File: src/source/sram_wb_defs.svh
// Wishbone SRAM bridge widths
`ifndef SRAM_WB_DEFS_SVH
`define SRAM_WB_DEFS_SVH

// External asynchronous SRAM organized as 1M x 16
`define SRAM_ADDR_WIDTH 20
`define SRAM_DATA_WIDTH 16

// Classic Wishbone slave port
`define WB_DATA_WIDTH   32
`define WB_ADDR_WIDTH   32
`define WB_SEL_WIDTH    4

// Byte address of the first location in the 2 MiB SRAM window
`define SRAM_BASE_ADDR  32'h8000_0000

`endif

File: src/source/sram_wb_pkg.sv
// Wishbone SRAM bridge types
`include "sram_wb_defs.svh"

package sram_wb_pkg;

    // One Wishbone data word, seen whole or as the two SRAM halfwords
    typedef union packed {
        logic [`WB_DATA_WIDTH-1:0]             word;
        logic [1:0][`SRAM_DATA_WIDTH-1:0]      half;
    } wb_word_u;

    // Access phases of one Wishbone cycle
    // PH_LO and PH_HI are the two halfword SRAM accesses
    typedef enum logic [1:0] {
        PH_IDLE = 2'b00,
        PH_LO   = 2'b01,
        PH_HI   = 2'b10,
        PH_ACK  = 2'b11
    } sram_phase_e;

endpackage

File: src/source/sram_wb_ctrl.sv
// Wishbone SRAM phase controller
`timescale 1ns/1ps

module sram_wb_ctrl (
    input  logic                        i_clk,
    input  logic                        i_rst,

    input  logic                        i_wb_cyc,
    input  logic                        i_wb_stb,
    input  logic                        i_wb_we,
    input  logic                        i_hit,

    output sram_wb_pkg::sram_phase_e    o_phase,
    output logic                        o_accept,
    output logic                        o_wb_ack,

    output logic                        o_sram_ce_n,
    output logic                        o_sram_oe_n,
    output logic                        o_sram_we_n
);

    sram_wb_pkg::sram_phase_e phase_q;
    sram_wb_pkg::sram_phase_e phase_d;

    logic we_q;
    logic we_d;
    logic sram_active_d;
    logic ce_n_q;
    logic oe_n_q;
    logic we_n_q;

    // ~~~~~~~~~~~~~~~~~~~~
    // Request acceptance

    // Only one access is in flight, so a new request is taken in PH_IDLE only
    assign o_accept = (phase_q == sram_wb_pkg::PH_IDLE) && i_wb_cyc && i_wb_stb;

    // Write flag is latched at accept and held for the whole access
    assign we_d = o_accept ? i_wb_we : we_q;

    // ~~~~~~~~~~~~~~~~~~~~
    // Phase sequencing

    always_comb begin
        phase_d = phase_q;

        case (phase_q)
            sram_wb_pkg::PH_IDLE: begin
                if (o_accept) begin
                    // Misses skip the SRAM and are acknowledged right away
                    phase_d = i_hit ? sram_wb_pkg::PH_LO : sram_wb_pkg::PH_ACK;
                end
            end
            sram_wb_pkg::PH_LO:  phase_d = sram_wb_pkg::PH_HI;
            sram_wb_pkg::PH_HI:  phase_d = sram_wb_pkg::PH_ACK;
            sram_wb_pkg::PH_ACK: phase_d = sram_wb_pkg::PH_IDLE;
            default:             phase_d = sram_wb_pkg::PH_IDLE;
        endcase
    end

    assign sram_active_d = (phase_d == sram_wb_pkg::PH_LO) ||
                           (phase_d == sram_wb_pkg::PH_HI);

    always_ff @(posedge i_clk) begin
        if (i_rst) begin
            phase_q <= sram_wb_pkg::PH_IDLE;
            we_q    <= 1'b0;
        end else begin
            phase_q <= phase_d;
            we_q    <= we_d;
        end
    end

    // ~~~~~~~~~~~~~~~~~~~~
    // SRAM control pins

    // Registered from the next phase so the strobes change on the same edge
    // as the halfword address and never glitch
    always_ff @(posedge i_clk) begin
        if (i_rst) begin
            ce_n_q <= 1'b1;
            oe_n_q <= 1'b1;
            we_n_q <= 1'b1;
        end else begin
            ce_n_q <= ~sram_active_d;
            oe_n_q <= ~(sram_active_d && !we_d);
            we_n_q <= ~(sram_active_d && we_d);
        end
    end

    assign o_sram_ce_n = ce_n_q;
    assign o_sram_oe_n = oe_n_q;
    assign o_sram_we_n = we_n_q;

    assign o_phase  = phase_q;
    assign o_wb_ack = (phase_q == sram_wb_pkg::PH_ACK);

endmodule

File: src/source/sram_addr_gen.sv
// SRAM window decode and address register
`timescale 1ns/1ps
`include "sram_wb_defs.svh"

module sram_addr_gen (
    input  logic                        i_clk,
    input  logic                        i_rst,

    input  logic [`WB_ADDR_WIDTH-1:0]   i_wb_addr,
    input  logic                        i_accept,
    input  sram_wb_pkg::sram_phase_e    i_phase,

    output logic                        o_hit,
    output logic [`SRAM_ADDR_WIDTH-1:0] o_sram_addr
);

    logic [`WB_ADDR_WIDTH-1:0]   offset;
    logic [`SRAM_ADDR_WIDTH-1:0] addr_q;

    // Byte offset into the window
    // An address below the base wraps to a large offset and misses
    assign offset = i_wb_addr - `SRAM_BASE_ADDR;

    // The window holds 2^(SRAM_ADDR_WIDTH+1) bytes
    assign o_hit = (offset[`WB_ADDR_WIDTH-1:`SRAM_ADDR_WIDTH+1] == '0);

    // Low halfword first, then bit 0 is set for the high halfword
    always_ff @(posedge i_clk) begin
        if (i_rst) begin
            addr_q <= '0;
        end else if (i_accept) begin
            addr_q <= {offset[`SRAM_ADDR_WIDTH:2], 1'b0};
        end else if (i_phase == sram_wb_pkg::PH_LO) begin
            addr_q[0] <= 1'b1;
        end
    end

    assign o_sram_addr = addr_q;

endmodule

File: src/source/sram_data_path.sv
// SRAM halfword data path
`timescale 1ns/1ps
`include "sram_wb_defs.svh"

module sram_data_path (
    input  logic                        i_clk,
    input  logic                        i_rst,

    input  logic                        i_accept,
    input  sram_wb_pkg::sram_phase_e    i_phase,
    input  logic                        i_wb_we,
    input  logic [`WB_SEL_WIDTH-1:0]    i_wb_sel,
    input  logic [`WB_DATA_WIDTH-1:0]   i_wb_data,

    input  logic [`SRAM_DATA_WIDTH-1:0] i_sram_dq,
    output logic [`SRAM_DATA_WIDTH-1:0] o_sram_dq,
    output logic                        o_sram_ub_n,
    output logic                        o_sram_lb_n,

    output logic [`WB_DATA_WIDTH-1:0]   o_wb_data
);

    localparam int HALF_SEL = `WB_SEL_WIDTH / 2;

    sram_wb_pkg::wb_word_u wdata_q;
    sram_wb_pkg::wb_word_u rdata_q;

    logic                     we_q;
    logic [`WB_SEL_WIDTH-1:0] sel_q;
    logic                     hi_sel;
    logic                     active;
    logic [HALF_SEL-1:0]      half_sel;

    assign hi_sel = (i_phase == sram_wb_pkg::PH_HI);
    assign active = (i_phase == sram_wb_pkg::PH_LO) || hi_sel;

    // ~~~~~~~~~~~~~~~~~~~~
    // Write side

    always_ff @(posedge i_clk) begin
        if (i_rst) begin
            we_q         <= 1'b0;
            sel_q        <= '0;
            wdata_q.word <= '0;
        end else if (i_accept) begin
            we_q         <= i_wb_we;
            sel_q        <= i_wb_sel;
            wdata_q.word <= i_wb_data;
        end
    end

    assign half_sel = hi_sel ? sel_q[`WB_SEL_WIDTH-1:HALF_SEL] : sel_q[HALF_SEL-1:0];

    // The SRAM ignores dq while it drives its own outputs
    assign o_sram_dq = wdata_q.half[hi_sel];

    always_comb begin
        if (!active) begin
            o_sram_lb_n = 1'b1;
            o_sram_ub_n = 1'b1;
        end else if (we_q) begin
            o_sram_lb_n = ~half_sel[0];
            o_sram_ub_n = ~half_sel[1];
        end else begin
            // Reads always fetch the full halfword
            o_sram_lb_n = 1'b0;
            o_sram_ub_n = 1'b0;
        end
    end

    // ~~~~~~~~~~~~~~~~~~~~
    // Read side

    // Cleared at accept so that a miss returns zero
    always_ff @(posedge i_clk) begin
        if (i_rst) begin
            rdata_q.word <= '0;
        end else if (i_accept) begin
            rdata_q.word <= '0;
        end else if (active && !we_q) begin
            rdata_q.half[hi_sel] <= i_sram_dq;
        end
    end

    assign o_wb_data = rdata_q.word;

endmodule

File: src/source/sram_wb.sv
// Wishbone to SRAM bridge
`timescale 1ns/1ps
`include "sram_wb_defs.svh"

module sram_wb (
    input  logic                        clk,
    input  logic                        i_rst,

    // Wishbone slave
    input  logic                        i_wb_cyc,
    input  logic                        i_wb_stb,
    input  logic                        i_wb_we,
    input  logic [`WB_SEL_WIDTH-1:0]    i_wb_sel,
    input  logic [`WB_ADDR_WIDTH-1:0]   i_wb_addr,
    input  logic [`WB_DATA_WIDTH-1:0]   i_wb_data,
    output logic [`WB_DATA_WIDTH-1:0]   o_wb_data,
    output logic                        o_wb_ack,

    // SRAM pins
    output logic [`SRAM_ADDR_WIDTH-1:0] o_sram_addr,
    output logic [`SRAM_DATA_WIDTH-1:0] o_sram_dq,
    input  logic [`SRAM_DATA_WIDTH-1:0] i_sram_dq,
    output logic                        o_sram_ce_n,
    output logic                        o_sram_we_n,
    output logic                        o_sram_oe_n,
    output logic                        o_sram_ub_n,
    output logic                        o_sram_lb_n
);

    sram_wb_pkg::sram_phase_e phase;
    logic                     accept;
    logic                     hit;

    sram_wb_ctrl sram_wb_ctrl_inst (
        .i_clk(clk),
        .i_rst(i_rst),
        .i_wb_cyc(i_wb_cyc),
        .i_wb_stb(i_wb_stb),
        .i_wb_we(i_wb_we),
        .i_hit(hit),
        .o_phase(phase),
        .o_accept(accept),
        .o_wb_ack(o_wb_ack),
        .o_sram_ce_n(o_sram_ce_n),
        .o_sram_oe_n(o_sram_oe_n),
        .o_sram_we_n(o_sram_we_n)
    );

    sram_addr_gen sram_addr_gen_inst (
        .i_clk(clk),
        .i_rst(i_rst),
        .i_wb_addr(i_wb_addr),
        .i_accept(accept),
        .i_phase(phase),
        .o_hit(hit),
        .o_sram_addr(o_sram_addr)
    );

    sram_data_path sram_data_path_inst (
        .i_clk(clk),
        .i_rst(i_rst),
        .i_accept(accept),
        .i_phase(phase),
        .i_wb_we(i_wb_we),
        .i_wb_sel(i_wb_sel),
        .i_wb_data(i_wb_data),
        .i_sram_dq(i_sram_dq),
        .o_sram_dq(o_sram_dq),
        .o_sram_ub_n(o_sram_ub_n),
        .o_sram_lb_n(o_sram_lb_n),
        .o_wb_data(o_wb_data)
    );

endmodule

File: config.mk
export PLATFORM = sky130hd
export DESIGN_NAME = sram_wb
export DESIGN_NICKNAME = d
export VERILOG_FILES = /design/src/source/sram_wb_pkg.sv /design/src/source/sram_wb_ctrl.sv /design/src/source/sram_addr_gen.sv /design/src/source/sram_data_path.sv /design/src/source/sram_wb.sv
export VERILOG_INCLUDE_DIRS = /design/src /design/src/source
export SDC_FILE = /design/constraint.sdc
export NUM_CORES = 1
export LEC_CHECK = 0
export BUFFER_PORTS_ARGS = -buffer_cell sky130_fd_sc_hd__buf_4
export CORE_MARGIN = 2
export CORE_UTILIZATION = 25
export DETAILED_ROUTE_END_ITERATION = 7
export SYNTH_ARGS = -nofsm -noshare
export SYNTH_HDL_FRONTEND = slang
export SYNTH_HIERARCHICAL = 1
export SYNTH_SLANG_ARGS = --single-unit
File: constraint.sdc
create_clock -name clk -period 2.1 [get_ports clk]
set_input_delay 0.105 -clock clk [delete_from_list [all_inputs] [get_ports clk]]
set_output_delay 0.105 -clock clk [all_outputs]
set_load 0.005 [all_outputs]
==> impl.org, run 1 <==
** Pwr
- Share of total power in sequential cells :: 38.1%
- Worst IR drop on VDD :: around 400 uV
- Clock group share of total power :: 27.1%
- Overall power :: 5973 uW
- For this design the static power due to leakage is roughly 0.0027 uW.
- In this run switching power makes up approximately 30% of total power.
- Switching power summed over all nets :: 1769 uW
- Ratio of total power to cell area :: 963.4 nW/um^2
- In this run, the combinational gates consume about a third of the power.
- Internal power comes to about 4200 uW.

** Detailed routing
- Summed over all layers, the routed wires come to 10550 microns.
- Vias per Instance :: 4.216
- Total via count in the routed design :: 3331
- Once detail routing completed, the nets flagged for antenna violations numbered 0.
- Post-detailed-route DRC marker count :: 0
- After the first detailed-routing iteration, the DRC count stood at between 80 and 90.
- In the final routed layout, each cell accounts on average for about 13 microns.
- Total iterations of the first detailed-routing run :: 4

** Floorplan
- The initialized floorplan defines 47 standard-cell rows.
- For this configuration, the core starts out at a cell density of ~25%.
- The die covers 17620 sq um.
- Vertical die dimension :: 132.7 microns
- between 150 and 200 I/O pins were placed.
- Std-Cell Core Area :: 16410 sq um
- X dimension of the die :: between 100 and 150 microns

** Clock network
- The clock drives 95 sinks.
- Number of resized instances in the post-cts repair step :: 0
- Clock Root Buffer :: sky130_fd_sc_hd__clkbuf_16
- In this run the deepest clock path goes through 2 buffers.
- In this run the number of H-tree levels came out at 3.
- TritonCTS clock tree :: built
- Clock latency on the worst-skew pair, taken at its later pin, is between 0.3 and 0.4 ns.
- TritonCTS created 9 clock buffers.
- After clock tree synthesis, the clock-pin slew on the worst setup and hold paths is 0.06 ns.

** Critical path
- STA classifies the critical path startpoint as a flop.
- The largest single stage delay on the critical path is approximately 0.38 ns.
- Setup Crit Path Kind :: reg2out
- Of all nets on the critical path, the largest fanout is 18.
- Library cell appearing most often on the critical path :: sky130_fd_sc_hd__buf_4
- For this design, the slowest cell found on the critical path is sky130_fd_sc_hd__mux2_2.
- Data arrival at the endpoint of the critical path :: 1.82 ns
- Required @ worst endpoint :: 2.00 ns
- Capturing element type of the critical path :: output pin
- The signal on the critical path passes through buf_4 -> inv_1 -> ha_1 -> buf_4 -> mux2_2 -> buf_4.

** Finish
- Area of combinational cells with multiple inputs :: 2012 sq um
- Number of fill cells in the layout :: 1637
- Post-layout nets :: 659
- In the final layout, the share of cells above drive strength 1 is a little over two fifths.
- The number of antenna diodes in the final layout is 0.
- In the layout the commonest cells are sky130_fd_sc_hd__buf_4 (166), sky130_fd_sc_hd__dfxtp_1 (95), sky130_fd_sc_hd__mux2i_1 (91), sky130_fd_sc_hd__nor2_1 (63), sky130_fd_sc_hd__dlygate4sd3_1 (40).
- Fin area :: 6200 sq um
- The sequential cells in the finished layout cover a total of roughly 1900 sq um.
- Relative to the synthesized area, the layout overhead comes to 49.65%.
- Commonest non-fill, non-tap cell in the layout :: sky130_fd_sc_hd__buf_4

** Timing
- At the pin with the least slew margin, the transition time is about 0.74 ns.
- Post-route worst hold slack :: 0.01347 ns
- Headroom to the max-slew limit came out at between 50 and 60%.
- The number of slew-limit violations in the final report is 0.
- Final count of negative-setup-slack endpoints :: 0
- Maximum clock skew at final layout :: 0.006491 ns
- Period utilization :: between 90% and 100%
- Timing would allow up to 519.0 MHz.
- Unrepaired setup endpoints after global routing :: false
- Setup total negative slack on the finished layout was measured at 0 ns.
- Post-layout minimum cycle time :: between 1.5 and 2 ns
- Final count of hold timing violations :: 0

** GRT
- Entering global routing, the biggest net connects 82 pins.
- Summed over all layers, the global routing overflow is 0.
- The number of global-route vias before repair came to 3451.
- First-pass GRT wire length :: between 15000 and 20000 microns
- Overall global routing resource usage :: 12.06%
- Antenna violations before repair :: 0

** Yosys
- Dividing the synthesized area by the synthesized cell count gives 11.08 sq um.
- Synthesis produced a netlist with a net count of 468.
- After synthesis the netlist holds a flip-flop and latch count of 95.
- Total of warnings raised by yosys :: 6
- Sequential cell area fraction in the yosys report :: 45.91%
- The cell count after synthesis came out at 374.
- Netlist Area Pre-Place :: 4143 sq um
- Number of library cell types mapped by synthesis :: 31

** Worst hold path
- The path class of the tightest hold or removal check is in2reg.

** Place
- Total of buffers placed on input and output ports :: 160
- At the end of routability-driven placement, the weighted congestion stood at 0.7412.
- Post-detailed-placement half-perimeter wirelength :: about 7200 microns
- Summing all placed instances gives a cell area of 5498 sq um.

** Run status
- Result of the run :: finished clean

** Run
- Across the run, the number of max-cap violations was 0.
## per-layer routing
| metal | part of all wire, % | routed length (microns) | global-route usage (%) |
|---|---|---|---|
| met1 | 43 | 4576 | 14.14 |
| met2 | 48 | 5097 | 20.38 |
| met3 | 5.5 | 585 | 3.295 |
| met4 | 2.7 | 289 | 5.795 |
| met5 | 0 | 0 | 0 |
## worst paths after layout
| check | startpoint | to | slack, ns | cells after the start |
|---|---|---|---|---|
| worst min register to register | sram_addr_gen_inst/o_sram_addr[0]$_SDFFE_PP0N_ | sram_addr_gen_inst/o_sram_addr[0]$_SDFFE_PP0N_ | 0.47 | 1 |
| worst min-delay path | i_wb_data[23] | sram_data_path_inst/wdata_q[23]$_SDFFE_PP0P_ | 0.01 | 3 |
| worst max-delay path | sram_wb_ctrl_inst/o_phase[0]$_SDFF_PP0_ | o_sram_dq[13] | 0.17 | 6 |
| worst max register to register | sram_wb_ctrl_inst/o_phase[0]$_SDFF_PP0_ | sram_data_path_inst/o_wb_data[17]$_SDFFE_PP0P_ | 0.31 | 6 |
## flip-flops by register name (all words and copies together) (netlist names)
signal / count
sram_data_path_inst/o_wb_data: 32
sram_data_path_inst/wdata_q: 32
sram_addr_gen_inst/o_sram_addr: 20
sram_data_path_inst/sel_q: 4
sram_wb_ctrl_inst/o_phase: 2
sram_data_path_inst/we_q: 1
sram_wb_ctrl_inst/o_sram_ce_n: 1
sram_wb_ctrl_inst/o_sram_oe_n: 1
sram_wb_ctrl_inst/o_sram_we_n: 1
sram_wb_ctrl_inst/we_q: 1
## through the flow
| step | util (%) | cells | setup WS (ns) |
|---|---|---|---|
| 2_1_floorplan | - | 374 | 0.3802 |
| 3_3_place_gp | 33.51 | 734 | 0.3949 |
| 3_5_place_dp | 33.51 | 734 | 0.3296 |
| 4_1_cts | 37.79 | 790 | 0.1270 |
| 5_1_grt | 37.79 | 790 | 0.03677 |
| 6_report | 37.79 | 790 | 0.1732 |
## power groups by stage
stage	Clock [uW]	Combinational (uW)	Sequential [uW]
floorplan	0	1260	2310
global placement	0	2000	2300
detailed placement	0	2050	2310
CTS	1700	2110	2280
global route	1760	2260	2320
finish	1620	2080	2270
## repair_timing
item / CTS / global route
hold endpoints to repair: 40 / 0
hold buffers: 40 / 0
setup buffers: 0 / 0
## layout make-up
cell class              instances  area share, %
flip-flops and latches         95          30.68
clock buffers                  12          4.299
repair buffers                208          27.20
inverters                       6         0.3633
multi-input cells             245          32.45
clock inverters                 4         0.5651
well taps                     220          4.440
## critical path, delay by kind of cell, from the launching register on
family,cells,cell delay [ns]
mux,1,0.38
flops,1,0.31
buf+inv,4,0.63
fa+ha+maj,1,0.17
## synth_stat cells (all sizes together)
master / n / area, sq um
a211o: 1 / 8.760
a21o: 2 / 17.52
a31oi: 2 / 12.51
and3: 2 / 17.52
buf: 21 / 185.2
clkbuf: 7 / 26.28
dfxtp: 95 / 1902
ha: 5 / 62.56
inv: 6 / 22.52
mux2: 17 / 195.2
mux2i: 92 / 933.4
nand4b: 1 / 8.760
nor2: 63 / 236.5
nor2b: 1 / 6.260
nor3b: 2 / 15.01
nor4: 2 / 12.51
nor4bb: 1 / 10.01
o211ai: 2 / 20.02
o21a: 1 / 7.510
o21ai: 1 / 8.760
or2b: 1 / 7.510
or3: 1 / 6.260
or3b: 48 / 420.4
## kinds of logic after synthesis
logic type      share of synthesized area, %
compound gates                         1.812
fa+ha+maj                              1.510
mux                                    27.24
flops                                  45.91
buf+inv                                5.648
simple gates                           17.88
Note: power is estimated with default switching activity, not from simulation.
==> run 2, diff against run 1 <==
--- a/config.mk
+++ b/config.mk
@@ -11,4 +11,5 @@
 export CORE_UTILIZATION = 25
 export DETAILED_ROUTE_END_ITERATION = 7
+export PLACE_DENSITY = 0.5
 export SYNTH_ARGS = -nofsm -noshare
 export SYNTH_HDL_FRONTEND = slang
==> constraint.sdc (replaced) <==
create_clock -name clk -period 2.1 [get_ports clk]
set_input_delay 0.105 -clock clk [delete_from_list [all_inputs] [get_ports clk]]
set_output_delay 0.105 -clock clk [all_outputs]
set_load 0.02 [all_outputs]
==> run 2 against run 1 <==
Non-clock buffer count up 10. First-iteration DRC count up 36%. Maximum frequency down 2.0%. Design area up 2.9%. Clock power up 25%. Clock-buffer cell count down 1. Sequential power about the same.
==> impl.org, run 2 (synthesized netlist as in run 1, its figures left out) <==
** Run status
- The run finished with clean final reports.

** Floorplan
- Std-Cell Core Area :: 16410 sq um
- 163 I/O pins were placed.
- Die Outline Area :: about 18000 sq um
- Vertical die dimension :: 132.7 microns
- The floorplan has 47 rows.
- The initial utilization of the core area, before any placement, comes to 25.25%.
- X dimension of the die :: between 100 and 150 microns

** GRT
- First-pass GRT wire length :: between 15000 and 20000 microns
- Entering global routing, the biggest net connects between 70 and 80 pins.
- The number of global-route vias before repair came to 3481.
- Overall global routing resource usage :: 12.80%
- Antenna violations before repair :: 0
- Total grt overflow :: 0

** Clock network
- Clock H-tree levels :: 3
- Clock Path Buffers :: 2
- Clock transition at the registers of the reported paths :: 0.07 ns
- CTS placed an instance of sky130_fd_sc_hd__clkbuf_16 at the clock tree root.
- Clock latency at the later pin of the worst-skew pair :: 0.35 ns
- Clock tree synthesis found a total of 95 sinks.
- Postcts setup bufs :: 0
- TritonCTS clock tree :: built
- TritonCTS created 9 clock buffers.

** Finish
- Most used cells in the layout excluding fill and tap cells :: sky130_fd_sc_hd__buf_4 (166), sky130_fd_sc_hd__dfxtp_1 (95), sky130_fd_sc_hd__mux2i_1 (91), sky130_fd_sc_hd__nor2_1 (63), sky130_fd_sc_hd__dlygate4sd3_1 (48)
- Antenna cell count :: 0
- Commonest non-fill, non-tap cell in the layout :: sky130_fd_sc_hd__buf_4
- Signed area change from the synthesized netlist to the final layout :: 54.03%
- Excluding fillers, the count of instances in the completed layout stands at 800.
- The post-route netlist has 42.76% of its cells at a drive strength greater than 1.
- For this run, the post-layout net count is 669.

** Timing
- Subtracting the final worst setup slack from the clock period gives about 2 ns.
- Setup slack closes at 0.1330 ns.
- Max-slew headroom at the worst pin :: 52.73%
- Setup violations remaining at the end of the flow were counted as 0.
- Final count of hold timing violations :: 0
- Post-route worst hold slack :: 0.01184 ns
- Period utilization :: 93.67%
- For the final routed database, the setup TNS stands at 0 ns.
- The number of slew-limit violations in the final report came to 0.
- Setup repair after global routing left no endpoint under its margin.
- At the pin with the least slew margin, the transition time is 0.7090 ns.
- Maximum clock skew at final layout :: about 0.010 ns
- For this run, the top clock speed supported by timing is between 500 and 600 MHz.

** Detailed routing
- Vias per Instance :: roughly 4.3
- Avg WL per Cell :: about 14 microns
- The first routing iteration left around 120 violations.
- Total iterations of the first detailed-routing run :: 4
- Final wirelength :: between 10000 and 15000 microns
- For this run, design rule violations remaining after detail routing come to 0.
- In this run the remaining antenna-violating nets after routing total 0.
- Summing over every cut layer, the via total after detailed routing is 3401.

** Critical path
- In this run the register-to-register setup slack is 0.33 ns.
- Worst reg2reg endpoint :: sram_data_path_inst/o_wb_data[27]$_SDFFE_PP0P_
- Worst reg-to-reg path cell count :: 6
- Required @ worst endpoint :: 2.00 ns
- In this run the worst path has a maximum fanout of 18.
- Data arrives at the worst endpoint at 1.86 ns.
- STA classifies the critical path endpoint as an output pin.
- RR Startpoint :: sram_wb_ctrl_inst/o_phase[0]$_SDFF_PP0_
- Setup Crit Path Kind :: reg2out
- Tracing the worst setup path back leads to its startpoint at sram_wb_ctrl_inst/o_phase[0]$_SDFF_PP0_.
- Sort of element at the start of the critical path :: flop

** Pwr
- VDD sags by at most 440.0 uV.
- Clock group share of total power :: 29.9%
- The share of total power dissipated in sequential elements is between 30 and 40%.
- Switching power summed over all nets :: about 2100 uW
- Static Leakage :: 0.002780 uW
- Ratio of total power to cell area :: 1066 nW/um^2
- Fraction of power consumed by combinational cells :: between 30% and 40%
- Switching share of total power :: 31.49%
- Internal power component :: 4660 uW

** Place
- Total of buffers placed on input and output ports :: 160
- Number of cells in the design after placement :: ~740
- Timing analysis after detailed placement gives a worst setup slack of approximately 0.33 ns.
- Placer's final routability congestion estimate :: between 0.7 and 0.8
- After legalization and detailed placement, the total HPWL measured 7359 microns.

** Worst hold path
- Terminating pin of the worst hold path :: sram_data_path_inst/wdata_q[18]$_SDFFE_PP0P_
- The worst hold path begins at i_wb_data[18].
- Worst hold-check path type :: in2reg
- Hold depth :: 3

** Run
- Maxcap violations :: 0
run 2: cell types whose count changed in the layout (fill, tap and decap cells not counted), sizes merged:
cell | before | now
inv | 8 | 6
clkinv | 2 | 1
clkbuf | 12 | 11
bufinv | 0 | 4
dlygate4sd3 | 40 | 48
buf | 168 | 170
run 2: worst max-delay path by stage:
stage / end / slack, ns / cells after the start
after floorplan: sram_data_path_inst/sel_q[0]$_SDFFE_PP0P_ / 0.38 / 8
after global placement: sram_data_path_inst/o_wb_data[26]$_SDFFE_PP0P_ / 0.40 / 6
after detailed placement: sram_data_path_inst/o_wb_data[27]$_SDFFE_PP0P_ / 0.33 / 6
after CTS: o_sram_ub_n / 0.05 / 7
after global routing: o_sram_ub_n / 0.02 / 7
final: o_sram_ub_n / 0.13 / 7
run 2: final cells by class:
cell class / count / area [sq um]
clock inverter: 5 / 128.9
multi-input combinational: 245 / 2012
clock buffer: 11 / 242.7
inverter: 6 / 22.52
fill: 1613 / 10030
sequential: 95 / 1902
timing repair buffer: 218 / 1798
tap: 220 / 275.3
run 2: what timing repair did:
item | 4_1_cts | 5_1_grt
hold endpoints to repair | 48 | 0
setup endpoints to repair | 0 | 1
hold buffers | 48 | 0
resized for setup | 0 | 1
run 2: through the flow:
step,instance area (sq um),power [uW],utilization (%)
2_1_floorplan,4143,3915,-
3_3_place_gp,5525,4704,33.68
3_5_place_dp,5525,4754,33.68
4_1_cts,6377,6899,38.87
5_1_grt,6381,7164,38.89
6_report,6381,6801,38.89
run 2: power by group through the flow:
stage | registers (uW) | logic [uW] | clock network [uW]
after floorplan | 2560 | 1350 | 0
after global placement | 2300 | 2410 | 0
after detailed placement | 2310 | 2440 | 0
after CTS | 2280 | 2520 | 2100
after global routing | 2310 | 2680 | 2180
final | 2270 | 2490 | 2030
run 2: worst max-delay path: stages, from the launching register on:
cell	delay (ns)
sky130_fd_sc_hd__dfxtp_1	0.32
sky130_fd_sc_hd__buf_4	0.15
sky130_fd_sc_hd__inv_1	0.05
sky130_fd_sc_hd__ha_1	0.20
sky130_fd_sc_hd__buf_6	0.24
sky130_fd_sc_hd__mux2i_1	0.25
sky130_fd_sc_hd__a21o_2	0.16
sky130_fd_sc_hd__buf_4	0.14
run 2: routing by layer:
| metal | vias up | track usage [%] | routed length (microns) |
|---|---|---|---|
| li1 | 1701 | - | - |
| met1 | 1559 | 16.25 | 5164 |
| met2 | 125 | 19.75 | 4974 |
| met3 | 16 | 4.138 | 850 |
| met4 | 0 | 5.914 | 216 |
| met5 | - | 0 | 0 |
